`src/verilog/bus_pkg.sv`:
```
// Request and response bus widths and types, shared by all RTL blocks of the harness
package bus_pkg;

  localparam int unsigned AddrWidth   = 32;
  localparam int unsigned DataWidth   = 64;
  localparam int unsigned BeWidth     = DataWidth / 8;
  // Byte offset bits below the word address
  localparam int unsigned WordOffBits = $clog2(BeWidth);

  typedef logic [AddrWidth-1:0] addr_t;
  typedef logic [DataWidth-1:0] data_t;
  typedef logic [BeWidth-1:0]   be_t;

  // --------------------------------------------------------------------------
  // Decoded target codes
  // --------------------------------------------------------------------------
  typedef logic [1:0] target_t;

  localparam target_t TgtRom  = 2'd0;
  localparam target_t TgtDram = 2'd1;
  localparam target_t TgtErr  = 2'd2;

endpackage

```
`src/verilog/soc_map_pkg.sv`:
```
// Memory map of the harness, imported by the decoder, the memories and the debug gate
package soc_map_pkg;

  // --------------------------------------------------------------------------
  // Boot ROM region
  // --------------------------------------------------------------------------
  localparam logic [31:0] RomBase      = 32'h0001_0000;
  localparam int unsigned RomWords     = 16;
  localparam int unsigned RomIdxBits   = $clog2(RomWords);
  // Eight bytes per word
  localparam logic [31:0] RomSize      = 32'(RomWords * 8);
  localparam logic [31:0] RomSignature = 32'hB007_C0DE;

  typedef logic [RomIdxBits-1:0] rom_idx_t;

  // Signature in the upper half and the word index in the lower half
  function automatic logic [63:0] rom_word(rom_idx_t idx);
    return {RomSignature, 32'(idx)};
  endfunction

  // --------------------------------------------------------------------------
  // DRAM region, word-interleaved over the banks
  // --------------------------------------------------------------------------
  localparam logic [31:0] DramBase    = 32'h8000_0000;
  localparam int unsigned NumBanks    = 4;
  localparam int unsigned BankWords   = 64;
  localparam int unsigned BankSelBits = $clog2(NumBanks);
  localparam int unsigned BankIdxBits = $clog2(BankWords);
  localparam logic [31:0] DramSize    = 32'(NumBanks * BankWords * 8);

  typedef logic [BankSelBits-1:0] bank_sel_t;
  typedef logic [BankIdxBits-1:0] bank_idx_t;

  // Hold-off window for debug requests after reset
  localparam int unsigned DebugDelayCycles = 20;
  localparam int unsigned DebugCntWidth    = $clog2(DebugDelayCycles + 1);

  typedef logic [DebugCntWidth-1:0] dbg_cnt_t;

endpackage

```
`src/verilog/addr_decoder.sv`:
```
// Combinational address decoder that routes each request to ROM, a DRAM bank or the error path
`timescale 1ns/1ns

module addr_decoder import bus_pkg::*; import soc_map_pkg::*; (
  input  logic                req_i,
  input  logic                we_i,
  input  addr_t               addr_i,
  output logic [NumBanks-1:0] bank_req_o,
  output bank_idx_t           bank_idx_o,
  output bank_sel_t           bank_sel_o,
  output logic                rom_req_o,
  output rom_idx_t            rom_idx_o,
  output target_t             target_o
);

  logic  rom_hit;
  logic  dram_hit;
  addr_t rom_off;
  addr_t dram_off;

  // Region compares on the byte address
  assign rom_hit  = (addr_i >= RomBase) && (addr_i < RomBase + RomSize);
  assign dram_hit = (addr_i >= DramBase) && (addr_i < DramBase + DramSize);

  assign rom_off  = addr_i - RomBase;
  assign dram_off = addr_i - DramBase;

  // Bank from the lowest word bits, index above them
  assign rom_idx_o  = rom_off[WordOffBits +: RomIdxBits];
  assign bank_sel_o = dram_off[WordOffBits +: BankSelBits];
  assign bank_idx_o = dram_off[WordOffBits + BankSelBits +: BankIdxBits];

  // ROM is read-only
  assign rom_req_o = req_i && rom_hit && !we_i;

  // One-hot bank strobe
  always_comb begin
    bank_req_o = '0;
    if (req_i && dram_hit) begin
      bank_req_o[bank_sel_o] = 1'b1;
    end
  end

  always_comb begin
    if (rom_hit && !we_i) begin
      target_o = TgtRom;
    end else if (dram_hit) begin
      target_o = TgtDram;
    end else begin
      // Unmapped, or a write into ROM
      target_o = TgtErr;
    end
  end

endmodule

```
`config.mk`:
```
export PLATFORM = sky130hd
export DESIGN_NAME = addr_decoder
export DESIGN_NICKNAME = d
export VERILOG_FILES = /design/src/verilog/bus_pkg.sv /design/src/verilog/soc_map_pkg.sv /design/src/verilog/addr_decoder.sv
export SDC_FILE = /design/constraint.sdc
export NUM_CORES = 1
export LEC_CHECK = 0
export ABC_AREA = 1
export BUFFER_PORTS_ARGS = -buffer_cell sky130_fd_sc_hd__buf_2
export CORE_AREA = 3 3 40 42
export DETAILED_ROUTE_END_ITERATION = 8
export DIE_AREA = 0 0 43 45
export PLACE_DENSITY = 0.7
export SLEW_MARGIN = 20
export SYNTH_ARGS = -nofsm -noshare
export SYNTH_HDL_FRONTEND = slang
export SYNTH_SLANG_ARGS = --single-unit
```
`constraint.sdc`:
```
create_clock -name vclk -period 0.9
set_input_delay 0.135 -clock vclk [all_inputs]
set_output_delay 0.135 -clock vclk [all_outputs]
set_load 0.005 [all_outputs]
```
==> impl_metrics.py <==
metrics = {
    "logic_synthesis": {
        "ys_seq_area_share_pct": 0,
        "synth_fp_nets": 92,
        "synth_top_family_by_area": "simple AND/OR/NAND/NOR gates",
        "synth_fa_ha_area_share_pct": 0,
        "synthCells": 58,
        "yosysWarnings": 0,
        "post_synth.cell_area_avg_um2": 5.31,
        "synth-xor-area-share_pct": 0,
        "yosys.area_share.simple_pct": 53.7,
        "synth.distinct_cells": 11,
        "syn_area_um2": 308,
        "synth_compound_area_share_pct": 0,
        "synth.area.mux_share_pct": 0,
    },
    "cells_and_area": {
        "clkbuf_count": 0,
        "nFlopsAndLatches": 0,
        "final_common_cell": "buf_2",
        "antennaDiodeCount": 0,
        "register_area_um2": 0,
        "layout_common_cells": "buf_2, buf_6, nor2_1",
        "n_fill_cell": 138,
        "layoutNonFillerInstCount": 105,
        "area_growth_syn_to_layout_pct": 83.3,
        "finalNetCount": 126,
        "drive_gt1_share_pct": 74.4,
    },
    "timing": {
        "maxSlewViolCount": 0,
        "slew_headroom_pct": 92.1,
        "max_clock_freq_ghz": 0.936,
        "finalHoldViolCount": 0,
        "rsz0062_at_grt": "true",
        "finalCriticalPeriod_ns": 1.07,
        "setup_viol": 7,
        "worst_pin_slew_ns": 0.118,
        "post-route-period-util_pct": 119,
        "setup_ws_ns": -0.168,
    },
    "floorplan": {
        "num_io_pins": 53,
        "fp.dieW_um": 43,
        "die-area_um2": 1940,
        "num_rows": 13,
        "start_util_pct": 24.0,
        "core_area_um2": 1280,
        "die_h_um": 45,
    },
    "critical_path": {
        "worstSetupPathType": "input port to primary output",
        "end_kind": "primary output",
        "worstPathRequired_ns": 0.76,
        "cp-start-kind": "input port",
        "crit_arrival_ns": 0.93,
        "critPathMaxFanout": 4,
    },
    "power": {
        "ir_worst_vdd_uv": 122,
        "p_leak_nw": 0.334,
        "power.density_nw_per_um2": 312,
    },
    "drt": {
        "via_count": 418,
        "drt_iter0_drc": 4,
        "finalWirelength_um": 947,
        "drc_errors": 0,
        "firstDrtPassIters": 2,
        "via_per_inst": 3.98,
        "detail_route.wl_per_cell_um": 9.02,
        "ant_nets": 0,
    },
    "status": {
        "outcome": "finished, violations left",
        "violations": "negative setup slack",
    },
    "worst_hold_path": {
        "hold_start": "addr_i[5]",
        "hold_class": "input port to primary output",
        "hold_path_end": "bank_idx_o[0]",
        "holdPathStages": 0,
    },
    "grt": {
        "grt_pass1_vias": 361,
        "grt_usage_pct": 8.21,
        "grt_max_degree": 6,
        "antenna_found_initial": 0,
        "grt_pass1_wl_mm": 1.33,
        "grt.overflow.total": 0,
    },
    "place": {
        "post-place-cells": 105,
        "place_congestion": 0.582,
        "io_buffers": 44,
        "post-dp-hpwl_um": 753,
        "dp_slack_ns": -0.186,
    },
    "flow_run": {
        "cap_violations": 0,
    },
    "clock_tree": {
        "postCtsSetupBuffers": 0,
    },
}
## where the power goes
| group | leakage [nW] | internal (mW) | switching, mW |
|---|---|---|---|
| clock network | 0 | 0 | 0 |
| registers | 0 | 0 | 0 |
| logic | 0.334 | 0.105 | 0.0713 |
## kinds of logic (layout without fill, tap and decap cells)
kind of cell / count (synthesis) / count (layout)
and+or+nand+nor: 32 / 32
buffers and inverters: 26 / 58
## worst max-delay path by stage
stage	from	slack, ns	end
after floorplan	addr_i[20]	0.08	bank_req_o[0]
after global placement	addr_i[19]	-0.15	bank_req_o[2]
after detailed placement	addr_i[19]	-0.19	bank_req_o[0]
after CTS	addr_i[19]	-0.18	bank_req_o[3]
after global routing	addr_i[24]	-0.25	bank_req_o[1]
final	addr_i[14]	-0.17	bank_req_o[3]
## stage by stage
step                      power [mW]  hold WS (ns)  TNS [ns]  area [um^2]  utilization [%]
final                          0.176         0.270    -0.862          564             43.9
after global routing           0.193         0.270     -1.44          564             43.9
after floorplan               0.0746         0.301         0          308                -
after CTS                      0.154         0.270     -1.02          523             40.7
after detailed placement       0.125         0.270     -1.12          457             35.5
after global placement         0.122         0.270    -0.897          457             35.5
## area by class of cell
cell class,count,area [um^2],area share [%]
inverters,14,52.6,9.31
well taps,15,18.8,3.33
multi-input cells,32,210,37.3
repair buffers,44,283,50.1
## synthesized netlist by cell type
cell type	number	area share (%)
nor2_1	14	17
inv_1	13	16
buf_4	12	29
nand2_1	7	8.5
nand4_1	3	6.1
nor2_4	3	11
nand3_1	2	3.3
inv_2	1	1.2
nand2_2	1	2.0
nand3b_2	1	3.7
nor2_2	1	2.0
## critical path, stage by stage
cell     delay (ns)
buf_2          0.12
nor2_4         0.07
nand3_2        0.09
nor2_4         0.15
nand4_1        0.14
nor2_1         0.11
buf_2          0.11
## timing repair
| item | 4_1_cts | 5_1_grt |
|---|---|---|
| resized for setup | 17 | 12 |
| pin swaps | 5 | 7 |
| hold buffers | 0 | 0 |
| endpoints found under the setup margin | 7 | 7 |
## per-layer routing
layer	vias to the layer above	GRT usage [%]	wire (um)
met5	-	0	0
met4	0	0.602	5
met3	2	0.398	106
met2	25	17.7	533
met1	170	9.05	301
li1	221	-	-
Power figures use the tool's default switching activity.
