[src/verilog/bus_pkg.sv]
// Request and response bus widths and types, shared by all RTL blocks of the harness
package bus_pkg;

  localparam int unsigned AddrWidth   = 32;
  localparam int unsigned DataWidth   = 64;
  localparam int unsigned BeWidth     = DataWidth / 8;
  // Byte offset bits below the word address
  localparam int unsigned WordOffBits = $clog2(BeWidth);

  typedef logic [AddrWidth-1:0] addr_t;
  typedef logic [DataWidth-1:0] data_t;
  typedef logic [BeWidth-1:0]   be_t;

  // --------------------------------------------------------------------------
  // Decoded target codes
  // --------------------------------------------------------------------------
  typedef logic [1:0] target_t;

  localparam target_t TgtRom  = 2'd0;
  localparam target_t TgtDram = 2'd1;
  localparam target_t TgtErr  = 2'd2;

endpackage

[src/verilog/soc_map_pkg.sv]
// Memory map of the harness, imported by the decoder, the memories and the debug gate
package soc_map_pkg;

  // --------------------------------------------------------------------------
  // Boot ROM region
  // --------------------------------------------------------------------------
  localparam logic [31:0] RomBase      = 32'h0001_0000;
  localparam int unsigned RomWords     = 16;
  localparam int unsigned RomIdxBits   = $clog2(RomWords);
  // Eight bytes per word
  localparam logic [31:0] RomSize      = 32'(RomWords * 8);
  localparam logic [31:0] RomSignature = 32'hB007_C0DE;

  typedef logic [RomIdxBits-1:0] rom_idx_t;

  // Signature in the upper half and the word index in the lower half
  function automatic logic [63:0] rom_word(rom_idx_t idx);
    return {RomSignature, 32'(idx)};
  endfunction

  // --------------------------------------------------------------------------
  // DRAM region, word-interleaved over the banks
  // --------------------------------------------------------------------------
  localparam logic [31:0] DramBase    = 32'h8000_0000;
  localparam int unsigned NumBanks    = 4;
  localparam int unsigned BankWords   = 64;
  localparam int unsigned BankSelBits = $clog2(NumBanks);
  localparam int unsigned BankIdxBits = $clog2(BankWords);
  localparam logic [31:0] DramSize    = 32'(NumBanks * BankWords * 8);

  typedef logic [BankSelBits-1:0] bank_sel_t;
  typedef logic [BankIdxBits-1:0] bank_idx_t;

  // Hold-off window for debug requests after reset
  localparam int unsigned DebugDelayCycles = 20;
  localparam int unsigned DebugCntWidth    = $clog2(DebugDelayCycles + 1);

  typedef logic [DebugCntWidth-1:0] dbg_cnt_t;

endpackage

[src/verilog/resp_mux.sv]
// Response stage that aligns the decoded target with memory read data and flags errors
`timescale 1ns/1ns

module resp_mux import bus_pkg::*; import soc_map_pkg::*; (
  input  logic                 clk_i,
  input  logic                 rst_ni,
  input  logic                 req_i,
  input  target_t              target_i,
  input  bank_sel_t            bank_sel_i,
  input  data_t [NumBanks-1:0] bank_rdata_i,
  input  data_t                rom_rdata_i,
  output logic                 rvalid_o,
  output logic                 err_o,
  output data_t                rdata_o
);

  logic      valid_q;
  target_t   target_q;
  bank_sel_t bank_sel_q;

  // Sampled on the same edge as the memories
  always_ff @(posedge clk_i or negedge rst_ni) begin
    if (!rst_ni) begin
      valid_q    <= 1'b0;
      target_q   <= TgtErr;
      bank_sel_q <= '0;
    end else begin
      valid_q <= req_i;
      if (req_i) begin
        target_q   <= target_i;
        bank_sel_q <= bank_sel_i;
      end
    end
  end

  assign rvalid_o = valid_q;
  assign err_o    = valid_q && (target_q == TgtErr);

  always_comb begin
    case (target_q)
      TgtDram: rdata_o = bank_rdata_i[bank_sel_q];
      TgtRom:  rdata_o = rom_rdata_i;
      default: rdata_o = '0;
    endcase
  end

endmodule

[config.mk]
export PLATFORM = sky130hd
export DESIGN_NAME = resp_mux
export DESIGN_NICKNAME = d
export VERILOG_FILES = /design/src/verilog/bus_pkg.sv /design/src/verilog/soc_map_pkg.sv /design/src/verilog/resp_mux.sv
export SDC_FILE = /design/constraint.sdc
export NUM_CORES = 1
export LEC_CHECK = 0
export BUFFER_PORTS_ARGS = -buffer_cell sky130_fd_sc_hd__buf_2
export CAP_MARGIN = 15
export CORE_AREA = 2 2 152 154
export DETAILED_ROUTE_END_ITERATION = 10
export DIE_AREA = 0 0 154 156
export SYNTH_ARGS = -nofsm -noshare
export SYNTH_HDL_FRONTEND = slang
export SYNTH_SLANG_ARGS = --single-unit
export TNS_END_PERCENT = 1
[constraint.sdc]
create_clock -name clk_i -period 1.63 [get_ports clk_i]
set_clock_uncertainty 0.15 [all_clocks]
set_input_delay 0.0815 -clock clk_i [delete_from_list [all_inputs] [get_ports clk_i]]
set_output_delay 0.0815 -clock clk_i [all_outputs]
set_load 0.01 [all_outputs]
==> flow_summary.html <==
<table>
<tr><th>Metric</th><th>Value</th></tr>
<tr><th colspan="2">Run status</th></tr>
<tr><td>Result of the run</td><td>complete, but fails checks</td></tr>
<tr><td>Violations in the final reports</td><td>setup timing</td></tr>
<tr><th colspan="2">Cells and area</th></tr>
<tr><td>Area occupied by multi-input gates</td><td>2620 sq um</td></tr>
<tr><td>Sequential standard cell area</td><td>131 sq um</td></tr>
<tr><td>Antenna diodes</td><td>0</td></tr>
<tr><td>Number of filler cells placed in the layout</td><td>2427</td></tr>
<tr><td>Fraction of layout cells with a size suffix above 1</td><td>0.738</td></tr>
<tr><td>Total non-filler cell area in the finished layout</td><td>5710 sq um</td></tr>
<tr><td>Synthesis-to-layout area growth</td><td>96.7%</td></tr>
<tr><td>Final layout net count</td><td>1041</td></tr>
<tr><th colspan="2">Min path</th></tr>
<tr><td>Hold crit path type</td><td>primary input to asynchronous set/reset pin</td></tr>
<tr><th colspan="2">Clock tree</th></tr>
<tr><td>Level count of the clock H-tree</td><td>1</td></tr>
<tr><td>Clock-pin slew on the worst setup and hold paths</td><td>0.03 ns</td></tr>
<tr><td>Clock root buffer</td><td>clkbuf_16</td></tr>
<tr><td>Number of sinks driven by the clock tree</td><td>5</td></tr>
<tr><td>Buffer depth of the longest clock path</td><td>2</td></tr>
<tr><td>Clock tree from TritonCTS</td><td>built</td></tr>
<tr><td>Num CTS Buffers</td><td>3</td></tr>
<tr><td>Worst-Skew Late Latency</td><td>0.22 ns</td></tr>
<tr><th colspan="2">Die</th></tr>
<tr><td>Die Y-Extent</td><td>156 um</td></tr>
<tr><td>Core region area</td><td>22400 sq um</td></tr>
<tr><td>X dimension of the die</td><td>154 um</td></tr>
<tr><td>Number of top-level design ports</td><td>393</td></tr>
<tr><td>Area enclosed by the die boundary</td><td>24000 sq um</td></tr>
<tr><td>Row cnt</td><td>55</td></tr>
<tr><td>Initial cell density of the core</td><td>0.130</td></tr>
<tr><th colspan="2">Worst setup path</th></tr>
<tr><td>Crit path capture type</td><td>output port</td></tr>
<tr><td>Reg2reg setup slack</td><td>0.37 ns</td></tr>
<tr><td>CP Data Arrival Time</td><td>1.66 ns</td></tr>
<tr><td>Critical R2R Capture</td><td>target_q[1]$_DFFE_PN1P_</td></tr>
<tr><td>Required time at the endpoint of the critical path</td><td>1.40 ns</td></tr>
<tr><td>Launching point of the worst reg2reg path</td><td>target_q[1]$_DFFE_PN1P_</td></tr>
<tr><td>Critical path class</td><td>flop to output port</td></tr>
<tr><td>Maximum net fanout on the critical path</td><td>27</td></tr>
<tr><td>Worst Reg-to-Reg Cells</td><td>2</td></tr>
<tr><td>Element type at the critical path start</td><td>flop</td></tr>
<tr><th colspan="2">Logic synthesis</th></tr>
<tr><td>Area fraction of the dominant cell type after synthesis</td><td>0.442</td></tr>
<tr><td>Most instantiated cells after synthesis</td><td>mux2i_1, or3b_2, o221ai_1, buf_2, clkbuf_1</td></tr>
<tr><td>Yosys top cell by area</td><td>mux2i_1</td></tr>
<tr><td>Most used flip-flop cell after synthesis</td><td>dfrtp_1</td></tr>
<tr><td>Cell area after technology mapping</td><td>2900 sq um</td></tr>
<tr><td>Number of enable flip-flop cells after synthesis</td><td>0</td></tr>
<tr><td>Top-count cell post-synth</td><td>mux2i_1</td></tr>
<tr><td>Share of async-settable or async-resettable flops after synthesis</td><td>1.00</td></tr>
<tr><td>Most area-consuming cells after synthesis</td><td>mux2i_1, or3b_2, o221ai_1, o221ai_2, dfrtp_1</td></tr>
<tr><td>Number of distinct library cells after synthesis</td><td>15</td></tr>
<tr><td>Mapped Nets</td><td>638</td></tr>
<tr><td>Cells after Synth</td><td>311</td></tr>
<tr><td>Share of synthesized area occupied by flip-flops and latches</td><td>0.0436</td></tr>
<tr><td>Per-instance average area after synthesis</td><td>9.33 sq um</td></tr>
<tr><td>Warning count from the yosys run</td><td>0</td></tr>
<tr><td>Number of storage elements in the synthesis netlist</td><td>5</td></tr>
<tr><th colspan="2">Placement</th></tr>
<tr><td>GP Congestion</td><td>0.871</td></tr>
<tr><td>Post-detail-place hpwl</td><td>12500 um</td></tr>
<tr><td>Cell Area, Placed</td><td>5390 sq um</td></tr>
<tr><td>Number of I/O port buffers</td><td>392</td></tr>
<tr><td>Worst setup slack after placement</td><td>-0.103 ns</td></tr>
<tr><th colspan="2">Power</th></tr>
<tr><td>Switching power share of the total</td><td>0.398</td></tr>
<tr><td>Power share of the sequential group</td><td>0.058</td></tr>
<tr><td>Internal cell power</td><td>1.56 mW</td></tr>
<tr><td>Power density of the placed cells</td><td>453 nW/um^2</td></tr>
<tr><td>Worst VDD drop</td><td>449 uV</td></tr>
<tr><td>Static power due to leakage</td><td>3.08 nW</td></tr>
<tr><td>Power share of the clock group</td><td>0.155</td></tr>
<tr><td>Combinational share of power</td><td>0.787</td></tr>
<tr><td>Switching Power</td><td>1.03 mW</td></tr>
<tr><th colspan="2">Timing</th></tr>
<tr><td>Setup TNS after final layout</td><td>-13.56 ns</td></tr>
<tr><td>Setup Viol. Count Final</td><td>64</td></tr>
<tr><td>Share of the clock period used by the worst path after layout</td><td>1.16</td></tr>
<tr><td>Worst slew pin tran</td><td>0.333 ns</td></tr>
<tr><td>Max-slew headroom</td><td>0.772</td></tr>
<tr><td>Number of hold violations in the final report</td><td>0</td></tr>
<tr><td>Max-slew violations</td><td>0</td></tr>
<tr><td>Post-route setup slack</td><td>-0.261 ns</td></tr>
<tr><td>Shortest clock period the worst path allows after layout</td><td>1.89 ns</td></tr>
<tr><td>Maximum operating frequency</td><td>529 MHz</td></tr>
<tr><td>RSZ-0062 raised after global routing</td><td>true</td></tr>
<tr><th colspan="2">Global routing</th></tr>
<tr><td>GRT Residual Overflow</td><td>0</td></tr>
<tr><td>Vias in the first global route</td><td>4182</td></tr>
<tr><td>Initial antenna violation count</td><td>1</td></tr>
<tr><td>All-layer global routing usage</td><td>0.114</td></tr>
<tr><td>First-pass GRT wire length</td><td>22000 um</td></tr>
<tr><td>Maximum number of pins on one net before global-route repair</td><td>36</td></tr>
<tr><th colspan="2">Flow run</th></tr>
<tr><td>Reported max-cap violation count</td><td>0</td></tr>
<tr><th colspan="2">Drt</th></tr>
<tr><td>Average wire per standard cell</td><td>15.6 um</td></tr>
<tr><td>Antenna violation net count after detailed routing</td><td>0</td></tr>
<tr><td>Initial detailed-routing violation count</td><td>237</td></tr>
<tr><td>Final wirelength</td><td>15600 um</td></tr>
<tr><td>Via count of the routed design</td><td>4348</td></tr>
<tr><td>Via/cell ratio</td><td>4.36</td></tr>
<tr><td>DRC Markers</td><td>0</td></tr>
<tr><td>Count of TritonRoute iterations in the first routing pass</td><td>4</td></tr>
</table>
==> sequential cells by signal, indices dropped and copies added (netlist names) <==
name / cells
rvalid_o: 1
bank_sel_q: 2
target_q: 2
==> per-layer routing <==
layer / GRT usage / share of wire / vias up
li1: - / - / 2093
met1: 0.136 / 0.38 / 1973
met2: 0.215 / 0.52 / 268
met3: 0.0153 / 0.090 / 14
met4: 0.0263 / 0.015 / 0
met5: 0 / 0 / -
==> worst max-delay path, cell delays in order (launching register included) <==
cell and delay [ns]:
dfrtp_4 0.43, buf_12 0.22, buf_12 0.19, mux2i_1 0.26
o221ai_2 0.14, buf_2 0.16
==> power by group through the flow <==
stage | Sequential, mW | Clock, mW | Combinational, mW
final | 0.150 | 0.400 | 2.03
after global routing | 0.152 | 0.412 | 2.19
after CTS | 0.150 | 0.407 | 2.00
after detailed placement | 0.151 | 0 | 1.92
after global placement | 0.151 | 0 | 1.90
after floorplan | 0.146 | 0 | 1.02
==> through the flow <==
step | instances | power, mW | hold WS (ns) | util
floorplan | 311 | 1.16 | -0.364 | -
global placement | 984 | 2.05 | -0.250 | 0.241
detailed placement | 984 | 2.07 | -0.249 | 0.241
CTS | 998 | 2.56 | 0.0421 | 0.253
global route | 998 | 2.75 | 0.0549 | 0.255
finish | 998 | 2.58 | 0.0399 | 0.255
==> final cells by class <==
class	count	share of cell area
multi-input cells	263	0.459
repair buffers	441	0.442
well taps	285	0.0625
flip-flops and latches	5	0.0230
clock buffers	4	0.0138
==> cell usage in the layout, fill, tap and decap left out <==
master and instances:
clkbuf_1 1, mux2i_2 6, mux2i_4 1, or3b_2 54, buf_16 2, dfstp_2 1, mux2_2 4, o221ai_1 48
or3b_4 4, buf_12 10, dfrtp_2 1, clkbuf_16 3, o221ai_2 16, dfrtp_4 1, buf_4 28, buf_2 392
buf_6 3, dfrtp_1 2, mux2i_1 121, and3b_1 1, or3b_1 7, dlygate4sd3_1 6, nand3b_1 1
==> logic make-up (layout without fill, tap and decap cells) <==
kind of cell,Yosys count,in the layout,share of synthesized area
AND/OR/NAND/NOR,67,67,0.202
buffers and inverters,43,445,0.0867
AO/OA/AOI/OAI,64,64,0.211
multiplexers,132,132,0.457
flip-flops,5,5,0.0436
==> worst max-delay path by stage <==
stage,startpoint,end,slack (ns),depth (start not counted)
6_report,bank_sel_q[1]$_DFFE_PN0P_,rdata_o[50],-0.26,5
5_1_grt,target_q[1]$_DFFE_PN1P_,rdata_o[36],-0.34,6
4_1_cts,target_q[1]$_DFFE_PN1P_,rdata_o[2],-0.25,6
3_5_place_dp,bank_sel_q[0]$_DFFE_PN0P_,rdata_o[43],-0.10,4
3_3_place_gp,bank_sel_q[0]$_DFFE_PN0P_,rdata_o[43],-0.08,4
2_1_floorplan,target_q[1]$_DFFE_PN1P_,rdata_o[60],0.11,4
==> repair_timing <==
| action | CTS | global route |
|---|---|---|
| endpoints found under the hold margin | 10 | 0 |
| pin swaps | 2 | 4 |
| endpoints found under the setup margin | 64 | 65 |
| gates resized for setup | 14 | 11 |
| gates cloned | 2 | 0 |
| setup buffers | 2 | 0 |
| hold buffers | 6 | 0 |
Power figures use the tool's default switching activity.
