## src/verilog/soc_map_pkg.sv

```systemverilog
// Memory map of the harness, imported by the decoder, the memories and the debug gate
package soc_map_pkg;

  // --------------------------------------------------------------------------
  // Boot ROM region
  // --------------------------------------------------------------------------
  localparam logic [31:0] RomBase      = 32'h0001_0000;
  localparam int unsigned RomWords     = 16;
  localparam int unsigned RomIdxBits   = $clog2(RomWords);
  // Eight bytes per word
  localparam logic [31:0] RomSize      = 32'(RomWords * 8);
  localparam logic [31:0] RomSignature = 32'hB007_C0DE;

  typedef logic [RomIdxBits-1:0] rom_idx_t;

  // Signature in the upper half and the word index in the lower half
  function automatic logic [63:0] rom_word(rom_idx_t idx);
    return {RomSignature, 32'(idx)};
  endfunction

  // --------------------------------------------------------------------------
  // DRAM region, word-interleaved over the banks
  // --------------------------------------------------------------------------
  localparam logic [31:0] DramBase    = 32'h8000_0000;
  localparam int unsigned NumBanks    = 4;
  localparam int unsigned BankWords   = 64;
  localparam int unsigned BankSelBits = $clog2(NumBanks);
  localparam int unsigned BankIdxBits = $clog2(BankWords);
  localparam logic [31:0] DramSize    = 32'(NumBanks * BankWords * 8);

  typedef logic [BankSelBits-1:0] bank_sel_t;
  typedef logic [BankIdxBits-1:0] bank_idx_t;

  // Hold-off window for debug requests after reset
  localparam int unsigned DebugDelayCycles = 20;
  localparam int unsigned DebugCntWidth    = $clog2(DebugDelayCycles + 1);

  typedef logic [DebugCntWidth-1:0] dbg_cnt_t;

endpackage

```

## src/verilog/debug_req_gate.sv

```systemverilog
// Gate that holds debug requests off after reset and passes them only while enabled
`timescale 1ns/1ns

module debug_req_gate import soc_map_pkg::*; (
  input  logic clk_i,
  input  logic rst_ni,
  input  logic debug_req_i,
  input  logic debug_enable_i,
  output logic debug_req_o
);

  dbg_cnt_t cnt_q;
  logic     cnt_done;

  assign cnt_done = (cnt_q == '0);

  // Countdown stops at zero
  always_ff @(posedge clk_i or negedge rst_ni) begin
    if (!rst_ni) begin
      cnt_q <= dbg_cnt_t'(DebugDelayCycles);
    end else if (!cnt_done) begin
      cnt_q <= cnt_q - 1'b1;
    end
  end

  // Request passes straight through once the window has closed
  assign debug_req_o = cnt_done && debug_enable_i && debug_req_i;

endmodule

```

## config.mk

```make
export PLATFORM = sky130hd
export DESIGN_NAME = debug_req_gate
export DESIGN_NICKNAME = d
export VERILOG_FILES = /design/src/verilog/soc_map_pkg.sv /design/src/verilog/debug_req_gate.sv
export SDC_FILE = /design/constraint.sdc
export NUM_CORES = 1
export LEC_CHECK = 0
export BUFFER_PORTS_ARGS = -buffer_cell sky130_fd_sc_hd__buf_2
export CORE_AREA = 8 8 45 47
export CTS_CLUSTER_SIZE = 8
export DETAILED_ROUTE_END_ITERATION = 10
export DIE_AREA = 0 0 53 55
export SLEW_MARGIN = 0
export SYNTH_ARGS = -nofsm -noshare
export SYNTH_HDL_FRONTEND = slang
export SYNTH_SLANG_ARGS = --single-unit
```

## constraint.sdc

```tcl
create_clock -name clk_i -period 1.3 [get_ports clk_i]
set_input_delay 0.065 -clock clk_i [delete_from_list [all_inputs] [get_ports clk_i]]
set_output_delay 0.065 -clock clk_i [all_outputs]
set_load 0.01 [all_outputs]
```

==> metrics, run 1 <==
Slew Limit Headroom=around 86%; antenna violations before repair=0; final antenna diode count=0; launch point of the worst reg-to-reg path=cnt_q[1]; max reg flops=5; io pins=5; Area Growth Syn to Fin=76.2%; fin crit period=1.41 ns; WL/cell=10.6 um; DP HPWL=389 um; DIE AREA=2920 sq um; CORE AREA=approximately 1400 sq um; Design Power=0.348 mW; Biggest register=cnt_q; Mapped Avg Cell Area=around 11 sq um; CTS Buf Count=3; Unique masters post-synth=15; VDD IR max=0.467 mV; Crit Reg-Reg Endpoint=cnt_q[4]; Worst Max-Slew Pin Slew=0.204 ns; detailed-router iteration count before antenna repair=3; crit start category=flop; Hold Fails Final Rpt=0; register area share after synthesis=48.6%; Die Ht=55 um; commonest non-fill, non-tap cell in the layout=buf_4; mapped cell area=~260 sq um; Design Area, Final=463 sq um; Largest regs=cnt_q: 5 flops; Fmax achieved=roughly 700 MHz; Starting Density=19.0%; fin worst setup slack=-0.114 ns; GRT Residual Overflow=0; overall routed net length=635 um; Setup violations, final=2; RSZ-0062 raised after global routing=yes; crit-path max FO=2; Port-buffer cells=4; Reg clk slew, reported paths=0.04 ns; NumNets Final=between 50 and 60; layout cells sized above 1=between 60 and 70%; max cap viols=0; Gate Count Post-Synth=24; post-layout util=between 30% and 40%; pwr dens=approximately 750 nW/um^2; CTS sink cnt=5; CTS tree=built; commonest cells after routing, fill and taps aside=buf_4, buf_2, clkbuf_4, dfrtp_1; outcome=complete, but fails checks; Vias/cell=a little over 4; first-pass GRT wire length=roughly 1100 um; H-tree lvl count=1; #FFs+latches synth=5; Placement Cell Area=approximately 340 sq um; CP arrival=1.35 ns; vias in the first global route=roughly 270; R2R Setup Slk=-0.06 ns; Place WS=-0.0151 ns; Longest Clk Path Bufs=2; Leak=around 0.22 nW; TNS Setup=-0.172 ns; violated checks=negative setup slack; largest net degree at the start of global routing=6; Iter 0 DRT Violations=1; synth warn=0; Crit. End Element=output port; GPL Wtd Cong=between 0.7 and 0.8; part of the cycle the worst path needs=109%; Rows=14; total number of vias=244; clk_skew=0.00257 ns; Pins Over Slew Limit=0; Post-DRT Antenna Nets=0; Die Wd=approximately 53 um; syn_nets=30; total track usage=5.43%; clk root buf=clkbuf_4; critical path type=flop to output port; drt drc=0; CP Data Required Time=about 1.2 ns; clock latency on the worst-skew pair=between 0.2 and 0.25 ns; Hold WC Path Type=primary input to asynchronous set/reset pin; number of cells on the worst reg-to-reg path=6
[where the power goes]
part	leakage, nW	switching (mW)	internal (mW)
clock network	0.0150	0.0628	0.116
logic	0.145	0.00575	0.00694
registers	0.0626	0	0.157
total	0.223	0.0686	0.279
[how the worst max path moves through the flow]
stage                              to  slack (ns)  startpoint
after floorplan              cnt_q[4]        0.06    cnt_q[0]
after global placement    debug_req_o     -0.0002    cnt_q[1]
after detailed placement  debug_req_o       -0.02    cnt_q[1]
after CTS                 debug_req_o       -0.15    cnt_q[1]
after global routing      debug_req_o       -0.18    cnt_q[0]
final                     debug_req_o       -0.11    cnt_q[1]
[kinds of logic (layout without fill, tap and decap cells)]
group	Yosys count	in the layout	share of synthesized area (%)
compound gates	4	4	9.53
xor+xnor	1	1	3.33
fa+ha+maj	2	2	9.52
buf+inv	4	24	5.71
flops	5	5	48.6
mux	1	1	3.81
simple gates	7	7	19.5
[metal layers]
metal | track usage (%) | routed length [um] | vias to the layer above
li1 | - | - | 120
met1 | 4.29 | 274 | 114
met2 | 8.98 | 299 | 8
met3 | 5.08 | 56 | 2
met4 | 2.59 | 4 | 0
met5 | 0 | 0 | -
[timing repair]
item / 4_1_cts / 5_1_grt
pin swaps: 3 / 3
endpoints found under the hold margin: 5 / 0
hold buffers: 1 / 0
setup endpoints to repair: 2 / 5
setup buffers: 5 / 2
resized for setup: 7 / 3
[cells in the mapped netlist (all sizes together)]
master / count / share of area (%)
mux2i: 1 / 3.8
xnor2: 1 / 3.3
a21o: 1 / 2.9
inv: 4 / 5.7
nand2b: 1 / 2.4
nor3: 3 / 9.5
o211ai: 1 / 2.9
or3b: 1 / 3.3
dfstp: 2 / 20
nand3: 1 / 1.9
o21ai: 2 / 3.8
ha: 2 / 9.5
and3: 1 / 2.4
dfrtp: 3 / 29
[critical path: stages (launching register included)]
cell and delay [ns]:
dfrtp_1 0.38, inv_2 0.09, ha_4 0.15, nand2b_4 0.06, nor3_4 0.13, and3_1 0.16
buf_2 0.13
[stage by stage]
| step | hold slack [ns] | cells |
|---|---|---|
| after global placement | -0.113 | 49 |
| after global routing | 0.178 | 60 |
| final | 0.171 | 60 |
| after floorplan | -0.231 | 24 |
| after detailed placement | -0.112 | 49 |
| after CTS | 0.169 | 59 |
[area by class of cell]
cell class                      count  area, sq um
Timing Repair Buffer               16          113
Clock buffer                        4         26.3
Tap cell                           16         20.0
Inverter                            4         15.0
Fill cell                         150          921
Sequential cell                     5          128
Multi-Input combinational cell     15          161
Power figures use the tool's default switching activity.
==> run 2, diff against run 1 <==
--- a/config.mk
+++ b/config.mk
@@ -6,10 +6,14 @@
 export NUM_CORES = 1
 export LEC_CHECK = 0
 export BUFFER_PORTS_ARGS = -buffer_cell sky130_fd_sc_hd__buf_2
+export CAP_MARGIN = 15
+export CELL_PAD_IN_SITES_DETAIL_PLACEMENT = 0
+export CELL_PAD_IN_SITES_GLOBAL_PLACEMENT = 1
 export CORE_AREA = 8 8 45 47
 export CTS_CLUSTER_SIZE = 8
 export DETAILED_ROUTE_END_ITERATION = 10
 export DIE_AREA = 0 0 53 55
+export PLACE_DENSITY_LB_ADDON = 0.3
 export SLEW_MARGIN = 0
 export SYNTH_ARGS = -nofsm -noshare
 export SYNTH_HDL_FRONTEND = slang
==> run 2 against run 1 <==
Against the previous run:
- first-iteration DRC count stayed put
- the run still ends with negative setup slack left
- worst setup slack better by 0.028 ns
- die area unchanged
- count of clock-buffer cells in the layout unchanged
- sequential power about the same
- global-route usage is 0.22 points higher
- final cell count down 1.7%
- register-to-register slack hardly changed
- combinational power hardly changed
==> metrics, run 2 (synthesized netlist as in run 1, its figures left out) <==
Biggest register=cnt_q; Longest Clk Path Bufs=2; Die Wd=roughly 53 um; CP Data Required Time=roughly 1.2 ns; largest net degree at the start of global routing=6; DP HPWL=423 um; part of the cycle the worst path needs=107%; Die Ht=roughly 55 um; max reg flops=5; fin worst setup slack=-0.0866 ns; VDD IR max=0.464 mV; Largest regs=cnt_q: 5 flops; max cap viols=0; Port-buffer cells=4; fin crit period=between 1 and 1.5 ns; WL/cell=between 10 and 15 um; Slew Limit Headroom=81.2%; GPL Wtd Cong=between 0.6 and 0.7; Crit. End Element=output port; CTS sink cnt=5; GRT Residual Overflow=0; final antenna diode count=0; RSZ-0062 raised after global routing=yes; commonest non-fill, non-tap cell in the layout=buf_4; Setup violations, final=2; detailed-router iteration count before antenna repair=2; commonest cells after routing, fill and taps aside=buf_4, buf_2, clkbuf_4, dfrtp_1; crit-path max FO=2; Fmax achieved=around 720 MHz; DIE AREA=approximately 2900 sq um; overall routed net length=676 um; NumNets Final=50; outcome=complete, but fails checks; Vias/cell=roughly 4.0; drt drc=0; crit start category=flop; Starting Density=19.0%; TNS Setup=-0.155 ns; clk_skew=0.00626 ns; Area Growth Syn to Fin=75.7%; total number of vias=237; clk root buf=clkbuf_4; fillcell total=approximately 160; total track usage=5.65%; Reg clk slew, reported paths=around 0.05 ns; Post-DRT Antenna Nets=0; Worst Max-Slew Pin Slew=0.280 ns; Rows=14; Design Area, Final=approximately 460 sq um; Hold Fails Final Rpt=0; antenna violations before repair=0; pwr dens=between 700 and 800 nW/um^2; CORE AREA=1380 sq um; CP arrival=between 1 and 1.5 ns; H-tree lvl count=1; CTS tree=built; io pins=5; Min Hold Slack=~0.16 ns; Place WS=-0.000420 ns; CTS Buf Count=3; critical path type=flop to output port; clock latency on the worst-skew pair=0.24 ns; layout cells sized above 1=62.8%; Pins Over Slew Limit=0; violated checks=negative setup slack; Iter 0 DRT Violations=1; Leak=roughly 0.22 nW; first-pass GRT wire length=1140 um; Placement Cell Area=~340 sq um; vias in the first global route=~290; Hold WC Path Type=primary input to asynchronous set/reset pin
run 2: cell types whose count changed in the layout (fill, tap and decap cells not counted), sizes merged:
cell / previous run / this run
buf: 15 / 14
run 2: final cells by class:
cell class | count | area (sq um) | share of cell area (%)
clock buffer | 4 | 26.3 | 5.69
timing repair buffer | 15 | 105 | 22.8
tap | 16 | 20.0 | 4.34
multi-input combinational | 15 | 168 | 36.3
inverter | 4 | 15.0 | 3.25
sequential | 5 | 128 | 27.6
run 2: metal layers:
metal	track usage [%]	wire length [um]	vias to the layer above
met1	4.92	260	110
met5	0	0	-
met3	5.08	52	0
li1	-	-	119
met4	2.59	0	0
met2	8.98	363	8
run 2: through the flow:
stage	total power, mW	cells	util [%]
6_report	0.350	59	33.4
5_1_grt	0.371	59	33.4
4_1_cts	0.357	57	30.9
3_5_place_dp	0.169	49	24.6
3_3_place_gp	0.169	49	24.6
2_1_floorplan	0.161	24	-
run 2: critical path, stage by stage, from the launching register on:
cell,delay (ns)
dfrtp_1,0.39
inv_2,0.08
ha_4,0.14
nand2b_4,0.06
nor3_4,0.12
and3_1,0.16
buf_2,0.12
run 2: path summary, 6_finish.rpt:
path,from,endpoint,slack [ns],cells past startpoint
max,cnt_q[0],debug_req_o,-0.09,6
min,rst_ni,cnt_q[3],0.16,2
max reg2reg,cnt_q[0],cnt_q[4],-0.07,6
min reg2reg,cnt_q[2],cnt_q[2],0.54,2
max in group asynchronous,rst_ni,cnt_q[2],0.92,2
min in group clk_i,debug_req_i,debug_req_o,0.45,3
run 2: power breakdown:
group | internal (mW) | switching, mW | leakage (nW) | total, mW
sequential | 0.156 | 0 | 0.0626 | 0.156
clock | 0.116 | 0.0646 | 0.0150 | 0.181
combinational | 0.00697 | 0.00572 | 0.141 | 0.0127
run 2: repair_timing:
item | 4_1_cts | 5_1_grt
buffers inserted | 3 | 2
pin swaps | 3 | 1
endpoints found under the hold margin | 5 | 0
gates resized for setup | 7 | 4
setup endpoints to repair | 3 | 5
hold buffers | 1 | 0
==> run 3, diff against run 2 <==
--- a/config.mk
+++ b/config.mk
@@ -7,12 +7,10 @@
 export LEC_CHECK = 0
 export BUFFER_PORTS_ARGS = -buffer_cell sky130_fd_sc_hd__buf_2
 export CAP_MARGIN = 15
-export CELL_PAD_IN_SITES_DETAIL_PLACEMENT = 0
-export CELL_PAD_IN_SITES_GLOBAL_PLACEMENT = 1
-export CORE_AREA = 8 8 45 47
+export CORE_AREA = 2 2 39 41
 export CTS_CLUSTER_SIZE = 8
 export DETAILED_ROUTE_END_ITERATION = 10
-export DIE_AREA = 0 0 53 55
+export DIE_AREA = 0 0 41 43
 export PLACE_DENSITY_LB_ADDON = 0.3
 export SLEW_MARGIN = 0
 export SYNTH_ARGS = -nofsm -noshare
==> run 3 against run 2 <==
Against the previous run:
- largest power group unchanged
- maximum frequency fell by 2.6%
- via count rose by 11%
- sequential share of layout area fell by 4.8 points
- clock power barely moved
- die area fell by 40%
- count of clock-buffer cells in the layout did not move
- final cell count rose by 12%
- the run still ends with negative setup slack left
- global-route usage rose by 4.2 points
==> metrics, run 3 (synthesized netlist as in run 1, its figures left out) <==
outcome=complete, but fails checks; violated checks=negative setup slack; CP bufs+invs=2; crit-path max FO=2; largest net degree at the start of global routing=6; DP HPWL=approximately 430 um; clk root buf=clkbuf_4; overall routed net length=approximately 700 um; Port-buffer cells=4; Worst Max-Slew Pin Slew=0.209 ns; clk_skew=approximately 0.0046 ns; CTS Buf Count=3; part of the cycle the worst path needs=109%; Pins Over Slew Limit=0; Rows=14; commonest non-fill, non-tap cell in the layout=buf_4; RSZ-0062 raised after global routing=yes; max cap viols=0; fin worst setup slack=-0.123 ns; GPL Wtd Cong=~0.77; Vias/cell=approximately 4; Place WS=-0.00262 ns; CTS sink cnt=5; Fmax achieved=around 700 MHz; Starting Density=a little under a fifth; Leak=0.271 nW; drt drc=0; fin crit period=about 1.4 ns; first-pass GRT wire length=approximately 1100 um; Setup violations, final=4; Hold Fails Final Rpt=0; WL/cell=around 11 um; CP arrival=1.60 ns; Slew Limit Headroom=86.0%; clock latency on the worst-skew pair=0.24 ns; FF/Latch Area=between 100 and 150 sq um; VDD IR max=0.390 mV; crit start category=flop; Area Growth Syn to Fin=112%; crit path cell chain=inv_2 -> buf_6 -> ha_4 -> or3b_4 -> nor3_4 -> a21o_1; detailed-router iteration count before antenna repair=3; Die Wd=between 40 and 50 um; family with the most delay on the worst path=simple AND/OR/NAND/NOR gates; post-layout util=40.3%; multi-input logic area=185 sq um; slowest cell on the critical path=or3b_4; Hold WC Path Type=primary input to asynchronous set/reset pin; commonest cells after routing, fill and taps aside=buf_4, buf_6, buf_2; NumNets Final=57; critical path type=flop to flop; vias in the first global route=roughly 300; total track usage=approximately a tenth; Largest regs=cnt_q: 5 flops; Longest Clk Path Bufs=2; io pins=5; total number of vias=about 260; Reg clk slew, reported paths=about 0.040 ns; antenna violations before repair=0; Iter 0 DRT Violations=3; Post-DRT Antenna Nets=0; pwr dens=approximately 620 nW/um^2; Biggest register=cnt_q; CTS tree=built; DIE AREA=roughly 1800 sq um; Die Ht=43 um; layout cells sized above 1=~74%; final antenna diode count=0; CP max stage delay=around 0.39 ns; CP Data Required Time=1.48 ns; Crit. End Element=flop; CORE AREA=between 1000 and 1500 sq um; H-tree lvl count=1; GRT Residual Overflow=0; max reg flops=5; fillcell total=between 100 and 150
## run 3: routing by layer
| layer | vias up | part of all wire (%) | global-route usage [%] |
|---|---|---|---|
| li1 | 132 | - | - |
| met2 | 5 | 61 | 16.3 |
| met4 | 0 | 0 | 6.00 |
| met3 | 0 | 3.7 | 3.14 |
| met1 | 126 | 35 | 10.1 |
| met5 | - | 0 | 0 |
## run 3: final timing paths
kind / start / endpoint / slack [ns] / depth (start not counted)
setup / recovery: cnt_q[1] / cnt_q[4] / -0.12 / 6
hold / removal: rst_ni / cnt_q[0] / 0.17 / 2
setup reg to reg: cnt_q[1] / cnt_q[4] / -0.12 / 6
hold reg to reg: cnt_q[2] / cnt_q[2] / 0.54 / 2
max in group asynchronous: rst_ni / cnt_q[4] / 0.90 / 2
min in group clk_i: debug_req_i / debug_req_o / 0.45 / 3
## run 3: metrics by stage
step                      cells  TNS (ns)  hold WS, ns  total power [mW]  instance area, sq um
after floorplan              24         0       -0.231             0.161                   263
after detailed placement     49  -0.00262       -0.109             0.169                   340
after global placement       49         0       -0.109             0.169                   340
final                        66    -0.289        0.174             0.348                   558
after CTS                    63    -0.299        0.178             0.354                   477
after global routing         66    -0.663        0.177             0.368                   558
## run 3: timing repair
item	CTS	global route
buffers inserted	9	4
pin swaps	3	2
setup endpoints to repair	2	6
hold buffers	1	0
cloned	0	0
endpoints found under the hold margin	5	0
resized for setup	9	14
## run 3: cell type report
class                           count  share of cell area [%]
Inverter                            4                    2.69
Sequential cell                     5                    22.9
Tap cell                           16                    3.59
Clock buffer                        4                    4.71
Timing Repair Buffer               22                    33.0
Multi-Input combinational cell     15                    33.2
## run 3: power by group
group	switching, mW	internal (mW)	total (mW)
clock network	0.0623	0.116	0.178
registers	0	0.157	0.157
logic	0.00586	0.00697	0.0128
## run 3: worst register-to-register path: stages (launching register included)
cell	delay [ns]
dfrtp_1	0.38
inv_2	0.09
buf_6	0.11
ha_4	0.11
or3b_4	0.39
nor3_4	0.18
a21o_1	0.10
